--- src/hdl/lsm_cfg.svh ---
`ifndef LSM_CFG_SVH
`define LSM_CFG_SVH

// Data path and address width of the core.
`define LSM_DATA_W 32

// Number of register list positions in a block transfer word.
`define LSM_NUM_REGS 16

// Byte distance between two consecutive transfers.
`define LSM_WORD_BYTES 4

// Width of a register address.
`define LSM_REG_AW $clog2(`LSM_NUM_REGS)

// Opcode field value of a block data transfer.
`define LSM_CLASS_BDT 3'b100

`endif

--- src/hdl/lsm_pkg.sv ---
`include "lsm_cfg.svh"

package lsm_pkg;

	// Control lines from the sequencer to the list manager.
	typedef struct packed
	{
		logic shift;								// Moves the list one position.
		logic count;								// Moves the register counter.
		logic load;									// Captures list and presets counter.
	} lsm_ctrl_t;

	// Status returned by the list manager.
	typedef struct packed
	{
		logic detect;								// Listed register at the scanned end.
		logic [`LSM_REG_AW-1:0] reg_addr;			// Register under scan.
		logic last;									// Counter sits at the final position.
	} lsm_status_t;

	// Transfer direction taken from the L bit.
	typedef enum logic
	{
		op_stm = 1'b0,								// Store multiple.
		op_ldm = 1'b1								// Load multiple.
	} lsm_op_e;

	// Sequencer states.
	typedef enum logic [2:0]
	{
		st_idle,									// Waiting for start.
		st_load,									// Base read and list load.
		st_step,									// One list position per cycle.
		st_fill,									// Load data lands in the register file.
		st_wb,										// Base register update.
		st_done										// Completion pulse.
	} lsm_state_e;

	// Addressing mode latched from the instruction.
	typedef struct packed
	{
		logic up;									// U bit.
		logic pre;									// P bit.
		logic wb;									// W bit.
		lsm_op_e op;								// L bit.
	} lsm_mode_t;

endpackage

--- src/hdl/lsm_addr_gen.sv ---
`timescale 1ns/1ps
`include "lsm_cfg.svh"

module lsm_addr_gen
(
	input  logic clk,								// Core clock.
	input  logic reset,								// Synchronous reset.
	input  logic addr_load,							// Capture the base.
	input  logic addr_step,							// Advance one word.
	input  lsm_pkg::lsm_mode_t mode,				// Up and pre select the indexing.
	input  logic [`LSM_DATA_W-1:0] base,			// Rn value from the register file.
	output logic [`LSM_DATA_W-1:0] mem_addr,		// Address of the current transfer.
	output logic [`LSM_DATA_W-1:0] wb_addr			// Value written back to Rn.
);

	logic [`LSM_DATA_W-1:0] cur_q;					// Current address.
	logic [`LSM_DATA_W-1:0] cur_next;				// Current address one word on.

	// The step direction follows U.
	always_comb
	begin
		if (mode.up)
			cur_next = cur_q + `LSM_DATA_W'(`LSM_WORD_BYTES);
		else
			cur_next = cur_q - `LSM_DATA_W'(`LSM_WORD_BYTES);
	end

	always_ff @(posedge clk)
	begin
		if (reset)
			cur_q <= '0;
		else if (addr_load)
			cur_q <= base;							// Start from Rn.
		else if (addr_step)
			cur_q <= cur_next;						// One word per transfer.
	end

	// Pre-index uses the stepped address before the step is taken.
	assign mem_addr = mode.pre ? cur_next : cur_q;

	// After N steps this is base plus or minus four times N.
	assign wb_addr = cur_q;

endmodule

--- src/hdl/lsm_manager.sv ---
`timescale 1ns/1ps
`include "lsm_cfg.svh"

module lsm_manager
(
	input  logic clk,								// Core clock.
	input  logic reset,								// Synchronous reset.
	input  lsm_pkg::lsm_ctrl_t ctrl,				// Load, shift and count.
	input  logic up,								// Scan upward from r0.
	input  logic [`LSM_NUM_REGS-1:0] reg_list,		// Register list of the instruction.
	output lsm_pkg::lsm_status_t status				// Detect, address and last.
);

	logic [`LSM_NUM_REGS-1:0] list_q;				// Shifting copy of the list.
	logic [`LSM_REG_AW-1:0] cnt_q;					// Register address counter.
	logic [`LSM_REG_AW-1:0] cnt_first;				// Preset value for the counter.
	logic [`LSM_REG_AW-1:0] cnt_final;				// Position that ends the scan.

	assign cnt_first = up ? '0 : '1;				// r0 going up, r15 going down.
	assign cnt_final = up ? '1 : '0;				// Opposite end of the list.

	// List shifter.
	always_ff @(posedge clk)
	begin
		if (reset)
			list_q <= '0;							// Nothing listed.
		else if (ctrl.load)
			list_q <= reg_list;						// Capture the whole list.
		else if (ctrl.shift)
		begin
			if (up)
				list_q <= list_q >> 1;				// Next higher register into bit 0.
			else
				list_q <= list_q << 1;				// Next lower register into the top bit.
		end
	end

	// Register address counter.
	always_ff @(posedge clk)
	begin
		if (reset)
			cnt_q <= '0;
		else if (ctrl.load)
			cnt_q <= cnt_first;						// Preset by direction.
		else if (ctrl.count)
		begin
			if (up)
				cnt_q <= cnt_q + 1'b1;				// Wraps after r15 and the scan is over by then.
			else
				cnt_q <= cnt_q - 1'b1;
		end
	end

	// Status is read straight from the registers.
	always_comb
	begin
		if (up)
			status.detect = list_q[0];					// Low end is scanned.
		else
			status.detect = list_q[`LSM_NUM_REGS-1];	// High end is scanned.
		status.reg_addr = cnt_q;					// Address of the scanned register.
		status.last = (cnt_q == cnt_final);			// Final list position.
	end

endmodule

--- src/hdl/lsm_sequencer.sv ---
`timescale 1ns/1ps
`include "lsm_cfg.svh"

module lsm_sequencer
(
	input  logic clk,								// Core clock.
	input  logic reset,								// Synchronous reset.
	input  logic start,								// Start strobe.
	input  logic [`LSM_DATA_W-1:0] ir,				// Instruction word.
	input  lsm_pkg::lsm_status_t status,			// From the list manager.
	input  logic [`LSM_DATA_W-1:0] rf_rdata,		// Register file read data.
	input  logic [`LSM_DATA_W-1:0] mem_rdata,		// Memory read data.
	input  logic [`LSM_DATA_W-1:0] wb_addr,			// Final address for Rn.
	output lsm_pkg::lsm_ctrl_t ctrl,				// To the list manager.
	output lsm_pkg::lsm_mode_t mode,				// Latched addressing mode.
	output logic [`LSM_NUM_REGS-1:0] reg_list,		// Latched register list.
	output logic addr_load,							// Base capture.
	output logic addr_step,							// Address advance.
	output logic busy,								// Instruction in flight.
	output logic done,								// Completion pulse.
	output logic illegal,							// Refused instruction pulse.
	output logic [`LSM_REG_AW-1:0] rf_addr,			// Register file address.
	output logic [`LSM_DATA_W-1:0] rf_wdata,		// Register file write data.
	output logic rf_we,								// Register file write strobe.
	output logic [`LSM_DATA_W-1:0] mem_wdata,		// Memory write data.
	output logic mem_we,							// Memory write strobe.
	output logic mem_re								// Memory read strobe.
);

	lsm_pkg::lsm_state_e state_q;					// Current state.
	lsm_pkg::lsm_state_e state_d;					// Next state.
	lsm_pkg::lsm_state_e tail_state;				// State after the scan.
	logic [`LSM_REG_AW-1:0] rn_q;					// Base register number.
	logic [`LSM_REG_AW-1:0] fill_reg_q;				// Target of the pending load.
	logic fill_last_q;								// Pending load came from the last position.
	logic accept;									// Start taken in idle.
	logic legal;									// Block transfer class.
	logic xfer;										// One transfer this cycle.

	assign legal = (ir[27:25] == `LSM_CLASS_BDT);
	assign accept = start && (state_q == lsm_pkg::st_idle);	// Start is ignored while busy.
	assign tail_state = mode.wb ? lsm_pkg::st_wb : lsm_pkg::st_done;

	always_comb
	begin
		state_d = state_q;
		unique case (state_q)
			lsm_pkg::st_idle:
				if (accept && legal)
					state_d = lsm_pkg::st_load;
			lsm_pkg::st_load:
				state_d = lsm_pkg::st_step;		// List and base are in place.
			lsm_pkg::st_step:
				if (status.detect && (mode.op == lsm_pkg::op_ldm))
					state_d = lsm_pkg::st_fill;	// Data arrives next cycle.
				else if (status.last)
					state_d = tail_state;
			lsm_pkg::st_fill:
				if (fill_last_q)
					state_d = tail_state;
				else
					state_d = lsm_pkg::st_step;	// Resume the scan.
			lsm_pkg::st_wb:
				state_d = lsm_pkg::st_done;
			lsm_pkg::st_done:
				state_d = lsm_pkg::st_idle;
			default:
				state_d = lsm_pkg::st_idle;
		endcase
	end

	always_ff @(posedge clk)
	begin
		if (reset)
		begin
			state_q <= lsm_pkg::st_idle;
			illegal <= 1'b0;
		end
		else
		begin
			state_q <= state_d;
			illegal <= accept && !legal;			// Takes the place of busy.
		end
	end

	// Instruction fields held for the whole transfer.
	always_ff @(posedge clk)
	begin
		if (accept && legal)
		begin
			mode.up <= ir[23];
			mode.pre <= ir[24];
			mode.wb <= ir[21];
			mode.op <= lsm_pkg::lsm_op_e'(ir[20]);
			rn_q <= ir[19:16];
			reg_list <= ir[`LSM_NUM_REGS-1:0];
		end
		if (state_q == lsm_pkg::st_step)
		begin
			fill_reg_q <= status.reg_addr;			// Manager moves on meanwhile.
			fill_last_q <= status.last;
		end
	end

	assign xfer = (state_q == lsm_pkg::st_step) && status.detect;

	// Manager control.
	assign ctrl.load = (state_q == lsm_pkg::st_load);
	assign ctrl.shift = (state_q == lsm_pkg::st_step);
	assign ctrl.count = (state_q == lsm_pkg::st_step);	// Moves together with the list.

	// Address generator control.
	assign addr_load = (state_q == lsm_pkg::st_load);
	assign addr_step = xfer;

	assign busy = (state_q != lsm_pkg::st_idle);
	assign done = (state_q == lsm_pkg::st_done);

	// Memory side.
	assign mem_we = xfer && (mode.op == lsm_pkg::op_stm);
	assign mem_re = xfer && (mode.op == lsm_pkg::op_ldm);
	assign mem_wdata = rf_rdata;					// Stored register read through.

	// Register file side.
	always_comb
	begin
		unique case (state_q)
			lsm_pkg::st_step:
				rf_addr = status.reg_addr;			// Source of a store.
			lsm_pkg::st_fill:
				rf_addr = fill_reg_q;				// Target of a load.
			default:
				rf_addr = rn_q;						// Base read and writeback.
		endcase
	end

	assign rf_we = (state_q == lsm_pkg::st_fill) || (state_q == lsm_pkg::st_wb);
	assign rf_wdata = (state_q == lsm_pkg::st_wb) ? wb_addr : mem_rdata;	// Writeback comes last.

endmodule

--- src/hdl/lsm_unit.sv ---
`timescale 1ns/1ps
`include "lsm_cfg.svh"

module lsm_unit
(
	input  logic clk,								// Core clock.
	input  logic reset,								// Synchronous reset.
	input  logic start,								// Start strobe.
	input  logic [`LSM_DATA_W-1:0] ir,				// Instruction word.
	output logic busy,								// Instruction in flight.
	output logic done,								// Completion pulse.
	output logic illegal,							// Refused instruction pulse.
	output logic [`LSM_REG_AW-1:0] rf_addr,			// Register file address.
	output logic [`LSM_DATA_W-1:0] rf_wdata,		// Register file write data.
	input  logic [`LSM_DATA_W-1:0] rf_rdata,		// Register file read data.
	output logic rf_we,								// Register file write strobe.
	output logic [`LSM_DATA_W-1:0] mem_addr,		// Memory address.
	output logic [`LSM_DATA_W-1:0] mem_wdata,		// Memory write data.
	input  logic [`LSM_DATA_W-1:0] mem_rdata,		// Memory read data.
	output logic mem_we,							// Memory write strobe.
	output logic mem_re								// Memory read strobe.
);

	lsm_pkg::lsm_ctrl_t ctrl;						// Sequencer to manager.
	lsm_pkg::lsm_status_t status;					// Manager to sequencer.
	lsm_pkg::lsm_mode_t mode;						// Latched addressing mode.
	logic [`LSM_NUM_REGS-1:0] reg_list;				// Latched register list.
	logic addr_load;								// Base capture.
	logic addr_step;								// Address advance.
	logic [`LSM_DATA_W-1:0] wb_addr;				// Final address for Rn.

	lsm_sequencer sequencer_i
	(
		.clk(clk),
		.reset(reset),
		.start(start),
		.ir(ir),
		.status(status),
		.rf_rdata(rf_rdata),
		.mem_rdata(mem_rdata),
		.wb_addr(wb_addr),
		.ctrl(ctrl),
		.mode(mode),
		.reg_list(reg_list),
		.addr_load(addr_load),
		.addr_step(addr_step),
		.busy(busy),
		.done(done),
		.illegal(illegal),
		.rf_addr(rf_addr),
		.rf_wdata(rf_wdata),
		.rf_we(rf_we),
		.mem_wdata(mem_wdata),
		.mem_we(mem_we),
		.mem_re(mem_re)
	);

	lsm_manager manager_i
	(
		.clk(clk),
		.reset(reset),
		.ctrl(ctrl),
		.up(mode.up),								// Scan direction follows U.
		.reg_list(reg_list),
		.status(status)
	);

	lsm_addr_gen addr_gen_i
	(
		.clk(clk),
		.reset(reset),
		.addr_load(addr_load),
		.addr_step(addr_step),
		.mode(mode),
		.base(rf_rdata),							// Rn is on the read port during the load state.
		.mem_addr(mem_addr),
		.wb_addr(wb_addr)
	);

endmodule

--- config.mk ---
export PLATFORM = sky130hd
export DESIGN_NAME = lsm_unit
export DESIGN_NICKNAME = d
export VERILOG_FILES = /design/src/hdl/lsm_pkg.sv /design/src/hdl/lsm_addr_gen.sv /design/src/hdl/lsm_manager.sv /design/src/hdl/lsm_sequencer.sv /design/src/hdl/lsm_unit.sv
export VERILOG_INCLUDE_DIRS = /design/src /design/src/hdl
export SDC_FILE = /design/constraint.sdc
export NUM_CORES = 1
export LEC_CHECK = 0
export BUFFER_PORTS_ARGS = -buffer_cell sky130_fd_sc_hd__buf_2
export CAP_MARGIN = 20
export CORE_MARGIN = 3
export CORE_UTILIZATION = 54
export CTS_BUF_LIST = sky130_fd_sc_hd__clkbuf_8
export DETAILED_ROUTE_END_ITERATION = 8
export HOLD_SLACK_MARGIN = 0.08
export MAX_ROUTING_LAYER = met4
export PLACE_DENSITY = 0.8
export SYNTH_ARGS = -nofsm -noshare
export SYNTH_HDL_FRONTEND = slang
export SYNTH_HIERARCHICAL = 1
export SYNTH_SLANG_ARGS = --single-unit
--- constraint.sdc ---
create_clock -name clk -period 3.7 [get_ports clk]
set_input_delay 0.37 -clock clk [delete_from_list [all_inputs] [get_ports clk]]
set_output_delay 0.37 -clock clk [all_outputs]
set_load 0.01 [all_outputs]
==> results of run 1 <==
sequential cells by signal (all words and copies together), names as in the netlist:
name	cells
sequencer_i/reg_list	16
sequencer_i/state_q	3
sequencer_i/fill_reg_q	4
sequencer_i/mode	4
addr_gen_i/wb_addr	32
sequencer_i/illegal	1
manager_i/cnt_q	4
sequencer_i/rn_q	4
manager_i/list_q	16
sequencer_i/fill_last_q	1
metrics by stage:
step           total power, uW  setup WS, ps
2_1_floorplan             1352         262.9
3_3_place_gp              1488         349.8
3_5_place_dp              1495         330.4
4_1_cts                   2219       0.07216
5_1_grt                   2339        -46.86
6_report                  2231         62.84
logic make-up after synthesis:
kind of cell | count (synthesis)
adders and majority gates | 32
buffers and inverters | 109
AOI/OAI and AO/OA | 195
and+or+nand+nor | 213
muxes | 87
DFF | 85
xor gates and xnor gates | 27
where the power goes:
group          internal (uW)  switching, uW
Sequential               994           32.3
Combinational            233            250
Clock                    331            391
Total                   1560            674
worst paths after layout:
path                                      startpoint                                   to  depth (start not counted)
setup / recovery       sequencer_i/mode[3]$_DFFE_PP_                         mem_addr[30]                         12
setup reg to reg       sequencer_i/mode[3]$_DFFE_PP_  addr_gen_i/wb_addr[31]$_SDFFE_PP0N_                         10
hold reg to reg   sequencer_i/reg_list[12]$_DFFE_PP_    manager_i/list_q[12]$_SDFFE_PP0P_                          2
hold / removal                                 ir[9]    sequencer_i/reg_list[9]$_DFFE_PP_                          1
cell usage in the layout (no fill, tap or decap), drive strengths merged, types with 10 or more instances in the layout:
cell type and count:
edfxtp 29, nand3 17, a211o 17, mux2 56, a21oi 67, nand2 61, and3 11, a21o 17
ha 30, buf 220, xor2 12, xnor2 15, nor2 50, inv 33, nor3 16, clkbuf 10
nor2b 20, o21ai 25, mux2i 31, dfxtp 56, a221oi 16
cell type report:
| cell class | count | area (um2) |
|---|---|---|
| clock buffers | 9 | 123.9 |
| repair buffers | 221 | 1230 |
| inverters | 29 | 111.4 |
| flip-flops and latches | 85 | 1992 |
| multi-input cells | 554 | 4290 |
| clock inverters | 7 | 91.34 |
| fillers | 991 | 3694 |
| well taps | 143 | 178.9 |
repair_timing:
| action | in CTS | in global routing |
|---|---|---|
| gates resized for setup | 3 | 44 |
| hold endpoints to repair | 0 | 0 |
| cloned | 1 | 1 |
| setup endpoints to repair | 4 | 9 |
| buffers inserted | 1 | 8 |
| pin swaps | 1 | 12 |
worst max-delay path, cell delays in order, from the launching register on:
cell and delay (ps):
sky130_fd_sc_hd__edfxtp_1 450, sky130_fd_sc_hd__inv_4 140, sky130_fd_sc_hd__buf_12 160, sky130_fd_sc_hd__ha_4 210, sky130_fd_sc_hd__a21o_1 200, sky130_fd_sc_hd__a221oi_4 310
sky130_fd_sc_hd__o221ai_2 170, sky130_fd_sc_hd__a221oi_2 280, sky130_fd_sc_hd__nand2_2 130, sky130_fd_sc_hd__a311oi_4 310, sky130_fd_sc_hd__xnor2_2 140, sky130_fd_sc_hd__mux2_4 280
sky130_fd_sc_hd__buf_6 120
layer usage:
layer	vias to the layer above	wire length (um)	track usage
li1	3002	-	-
met5	-	0	-
met4	0	208	0.07110
met1	2841	7500	0.2990
met3	20	931	0.04833
met2	197	8182	0.3974
==> flow_summary.toml, run 1 <==
[detailed_routing]
routed_wire_length_per_instance_um = 16.05
vias_per_cell = 5.782
firstDrtPassIters = 5
drt_wl_total_mm = 16.82
antenna_left = 0
remaining_drc_errors = 0
drtIter0Drc = 384
dr_total_vias = 6060

[timing]
number_of_setup_violations_in_the_final_report = 0
relSlewSlack = 0.5253
period_minus_slack_ps = 3637
setup_total_negative_slack_ps = 0
tightest_slew_ps = 710.5
layout_worst_path_cycle_share = 0.9830
final_hold_viol_count = 0
rsz0062_at_grt = "true"
worst_clock_skew_ps = 6.740
hold_slack_final_ps = 157.8
drv_slew = 0
fmaxAchievable_mhz = 274.9

[synth]
yosys.cell_count.top_type = "sky130_fd_sc_hd__a21oi_1"
synth_mux_area_frac = 0.1419
synth.cell_area_um2 = 6655
fraction_of_post_synthesis_cell_area_in_the_top_cell_type_by_area = 0.1685
combinational_family_with_the_most_area_after_synthesis = "compound AO/OA/AOI/OAI gates"
ys_top_cells_by_area = "sky130_fd_sc_hd__dfxtp_1 17%, sky130_fd_sc_hd__edfxtp_1 13%, sky130_fd_sc_hd__mux2_2 8.6%"
synth_edf_count = 29
proportion_of_synthesized_flip_flops_having_asynchronous_set_or_reset = 0
synth_compound_gate_area_share = 0.2119
synth_largest_area_cell = "sky130_fd_sc_hd__dfxtp_1"
synth.cells.most_frequent = "65 x sky130_fd_sc_hd__a21oi_1, 60 x sky130_fd_sc_hd__nand2_1, 56 x sky130_fd_sc_hd__dfxtp_1"
synth-main-ff-cell = "sky130_fd_sc_hd__dfxtp_1"
syn_area_per_cell_um2 = 8.897
ys.warnings.count = 6
sequential_share_of_the_synthesized_area = 0.2993
mappedNetlistNets = 879
yosys_register_bits = 85
synthXorXnorAreaFrac = 0.03553
synth_cell_types = 69
synth-adder-area-share = 0.06242
synthSimpleGateAreaFrac = 0.1604
syn-instance-count = 748

[worst_setup_path]
endpoint_kind_of_the_worst_setup_timing_path = "output port"
r2r_setup_slack_ps = 540
cp_data_arrival_time_ps = 3270
critPathKind = "register to output port"
worstPathRequired_ps = 3330
crit_path_start_kind = "register"
crit_path_max_fanout = 8

[placed_design]
dpl-instance-area_um2 = 7456
place_inst = 1021
count_of_buffers_inserted_at_the_top_level_ports = 199
gpl.final_weighted_congestion = 0.9516
hpwlAfterDp_mm = 11.81

[clock_tree]
clock_latency_ps = 380
cts_root_buffer = "sky130_fd_sc_hd__clkbuf_8"
ctsHtreeMaxLevel = 3
cts_hold_repair.buffers = 0
clk_pin_slew_worst_paths_ps = 100
tritoncts.num_buffers = 9
cts_max_path_buffers = 2
clock_sink_count = 85
tritoncts = "built"

[power_and_ir_drop]
power_density_nw_per_um2 = 278.3
irDropWorstVdd_v = 0.0003665
p_leak_uw = 0.003492

[grt]
first_global_vias = 5479
antenna_found_initial = 0
globalRouteTotalUtil = 0.2406
grt_max_degree = 58
grt_first_pass_wirelength_mm = 25.65
grt-ovfl-total = 0

[layout]
final_cell_count_without_fillers = 1048
layout-drive-gt1-share = 0.3845
antenna_cells = 0
design_area_um2 = 8018
syn_to_final_growth_pct = 20.47
number_of_nets_at_the_end_of_the_flow = 1031
postLayoutCoreUtil = 0.6846

[die]
core_area_um2 = 11710
core.rowCount = 39
die-height_um = 117.0
initial_utilization = 0.5683
ioPinCount = 205
die_width_um = 117.0
floorplan.die_area_um2 = 13690

[hold_path]
worstHoldPathType = "primary input to register"

[job]
cap_violations = 0

[run_status]
status = "completed"
Power figures use the tool's default switching activity.
==> run 2: changes to the inputs <==
--- a/config.mk
+++ b/config.mk
@@ -8,6 +8,7 @@
 export LEC_CHECK = 0
 export BUFFER_PORTS_ARGS = -buffer_cell sky130_fd_sc_hd__buf_2
 export CAP_MARGIN = 20
+export CORE_ASPECT_RATIO = 0.7
 export CORE_MARGIN = 3
 export CORE_UTILIZATION = 54
 export CTS_BUF_LIST = sky130_fd_sc_hd__clkbuf_8
==> run 2 against run 1 <==
Effect of this change: clock power is 18% higher; combinational power grew 1%; sequential power about the same; highest routed layer unchanged; die area is 0.15% higher; non-clock buffer count grew 4; power rose by 6.1%; critical endpoint unchanged; flip-flop and latch count did not move; first-iteration DRC count increased by 13%; critical path depth stayed put.
==> flow_summary.toml, run 2 (same netlist as run 1, synthesis figures left out) <==
[worst_setup_path]
crit_path_start_kind = "register"
timing.critical_path.max_delay_family = "compound AO/OA/AOI/OAI gates"
crit_path_max_fanout = 5
cp_data_arrival_time_ps = 3280
critPathSlowestCell = "sky130_fd_sc_hd__edfxtp_1"
crit_chain = "inv_2 -> buf_12 -> ha_4 -> a21o_1 -> a221oi_4 -> o221ai_4 -> a221oi_2 -> nand2_2 -> a311oi_4 -> xnor2_2 -> mux2_4 -> buf_6"
endpoint_kind_of_the_worst_setup_timing_path = "output port"
cp_buf_inv_count = 3
critPathKind = "register to output port"
slowest_delay_ps = 420
worstPathRequired_ps = 3330

[detailed_routing]
antenna_left = 0
firstDrtPassIters = 6
vias_per_cell = 5.789
drtIter0Drc = 433
dr_total_vias = 6171
routed_wire_length_per_instance_um = 16.36
drt_wl_total_mm = 17.44
remaining_drc_errors = 0

[timing]
fmaxAchievable_mhz = 274.2
tightest_slew_ps = 846.2
rsz0062_at_grt = "true"
worst_case_setup_margin_in_the_final_layout_ps = 53.61
relSlewSlack = 0.4328
drv_slew = 0
period_minus_slack_ps = 3646
final_hold_viol_count = 0
layout_worst_path_cycle_share = 0.9855
number_of_setup_violations_in_the_final_report = 0
worst_clock_skew_ps = 14.51

[power_and_ir_drop]
power_density_nw_per_um2 = 292.9
power.net_switching_uw = 675.5
p_leak_uw = 0.003531
irDropWorstVdd_v = 0.0002056
power_report.internal_total_uw = 1692
power_frac_seq = 0.433
p_sw_frac = 0.2853
power.share.clock = 0.359
combinationalPowerShare = 0.207

[grt]
grt-ovfl-total = 0
globalRouteTotalUtil = 0.2455
grt_max_degree = 60
first_global_vias = 5467
grt_first_pass_wirelength_mm = 27.34
antenna_found_initial = 0

[clock_tree]
clock_latency_ps = 370
cts_root_buffer = "sky130_fd_sc_hd__clkbuf_8"
tritoncts.num_buffers = 9
clock_sink_count = 85
clk_pin_slew_worst_paths_ps = 100
ctsHtreeMaxLevel = 3
cts_max_path_buffers = 2
cts_hold_repair.buffers = 0
tritoncts = "built"

[die]
core.rowCount = 33
die_width_um = 138.7
initial_utilization = 0.5616
core_area_um2 = 11850
floorplan.die_area_um2 = 13710
die-height_um = 98.88
ioPinCount = 205

[hold_path]
worstHoldPathType = "primary input to register"

[layout]
postLayoutCoreUtil = 0.6821
antenna_cells = 0
syn_to_final_growth_pct = 21.45
final_cell_count_without_fillers = 1066
highest_count_cells_in_the_layout_ignoring_fill_and_taps = "198 x sky130_fd_sc_hd__buf_2, 63 x sky130_fd_sc_hd__a21oi_1, 59 x sky130_fd_sc_hd__nand2_1"
flip_flop_count_of_the_largest_register_after_layout = 32
fill_cells = 965
layout-drive-gt1-share = 0.3828
number_of_nets_at_the_end_of_the_flow = 1035
mostFrequentLayoutCell = "sky130_fd_sc_hd__buf_2"

[placed_design]
gpl.final_weighted_congestion = 0.8855
hpwlAfterDp_mm = 12.42
place_inst = 1038
count_of_buffers_inserted_at_the_top_level_ports = 199
dp_slack_ps = 276.8

[run_status]
status = "completed"

[job]
cap_violations = 0
## run 2: layout make-up
cell class	instances	area, um2	share of cell area
inverters	29	108.9	0.01347
multi-input cells	554	4259	0.5269
well taps	157	196.4	0.02430
clock buffers	9	123.9	0.01533
flip-flops and latches	85	1993	0.2466
clock inverters	7	127.6	0.01579
repair buffers	225	1274	0.1576
## run 2: repair_timing
| action | CTS | global route |
|---|---|---|
| gates resized for setup | 7 | 36 |
| buffers inserted | 1 | 9 |
| pin swaps | 6 | 16 |
| gates cloned | 0 | 2 |
| endpoints found under the setup margin | 9 | 9 |
## run 2: power groups by stage
stage          Clock [uW]  Combinational, uW  Sequential [uW]
6_report              851                490             1030
2_1_floorplan           0                317             1040
5_1_grt               895                538             1030
4_1_cts               865                461             1030
3_3_place_gp            0                448             1050
3_5_place_dp            0                454             1050
## run 2: stage by stage
step	setup TNS [ps]	instance area [um2]	power, uW	hold WS, ps
final	0	8083	2368	169.2
after CTS	-6.844	7796	2351	154.3
after detailed placement	0	7507	1500	492.4
after floorplan	0	6655	1352	446.6
after global placement	0	7507	1493	480.4
after global routing	-300.5	8083	2463	149.1
## run 2: path summary, 6_finish.rpt
kind,start,endpoint,slack [ps],depth (start not counted)
setup / recovery,sequencer_i/mode[3]$_DFFE_PP_,mem_addr[30],50,12
hold / removal,ir[11],sequencer_i/reg_list[11]$_DFFE_PP_,170,1
setup reg to reg,sequencer_i/mode[3]$_DFFE_PP_,addr_gen_i/wb_addr[30]$_SDFFE_PP0N_,600,13
hold reg to reg,sequencer_i/reg_list[14]$_DFFE_PP_,manager_i/list_q[14]$_SDFFE_PP0P_,510,2
## run 2: layer usage
metal	global-route usage	vias up	wire, um
met2	0.3703	261	7833
met4	0.06316	0	186
met1	0.3463	2890	8198
met3	0.03977	18	1220
met5	-	-	0
li1	-	3002	-
## run 2: worst reg2reg max path: stages, from the launching register on
cell and delay, ps:
sky130_fd_sc_hd__edfxtp_1 420, sky130_fd_sc_hd__inv_2 150, sky130_fd_sc_hd__buf_12 150, sky130_fd_sc_hd__ha_4 210
sky130_fd_sc_hd__a21o_1 200, sky130_fd_sc_hd__a221oi_4 350, sky130_fd_sc_hd__o221ai_4 170, sky130_fd_sc_hd__a221oi_2 270
sky130_fd_sc_hd__nand2_2 140, sky130_fd_sc_hd__a311oi_4 320, sky130_fd_sc_hd__xnor2_2 120, sky130_fd_sc_hd__buf_4 150
sky130_fd_sc_hd__buf_4 120, sky130_fd_sc_hd__o31a_1 220
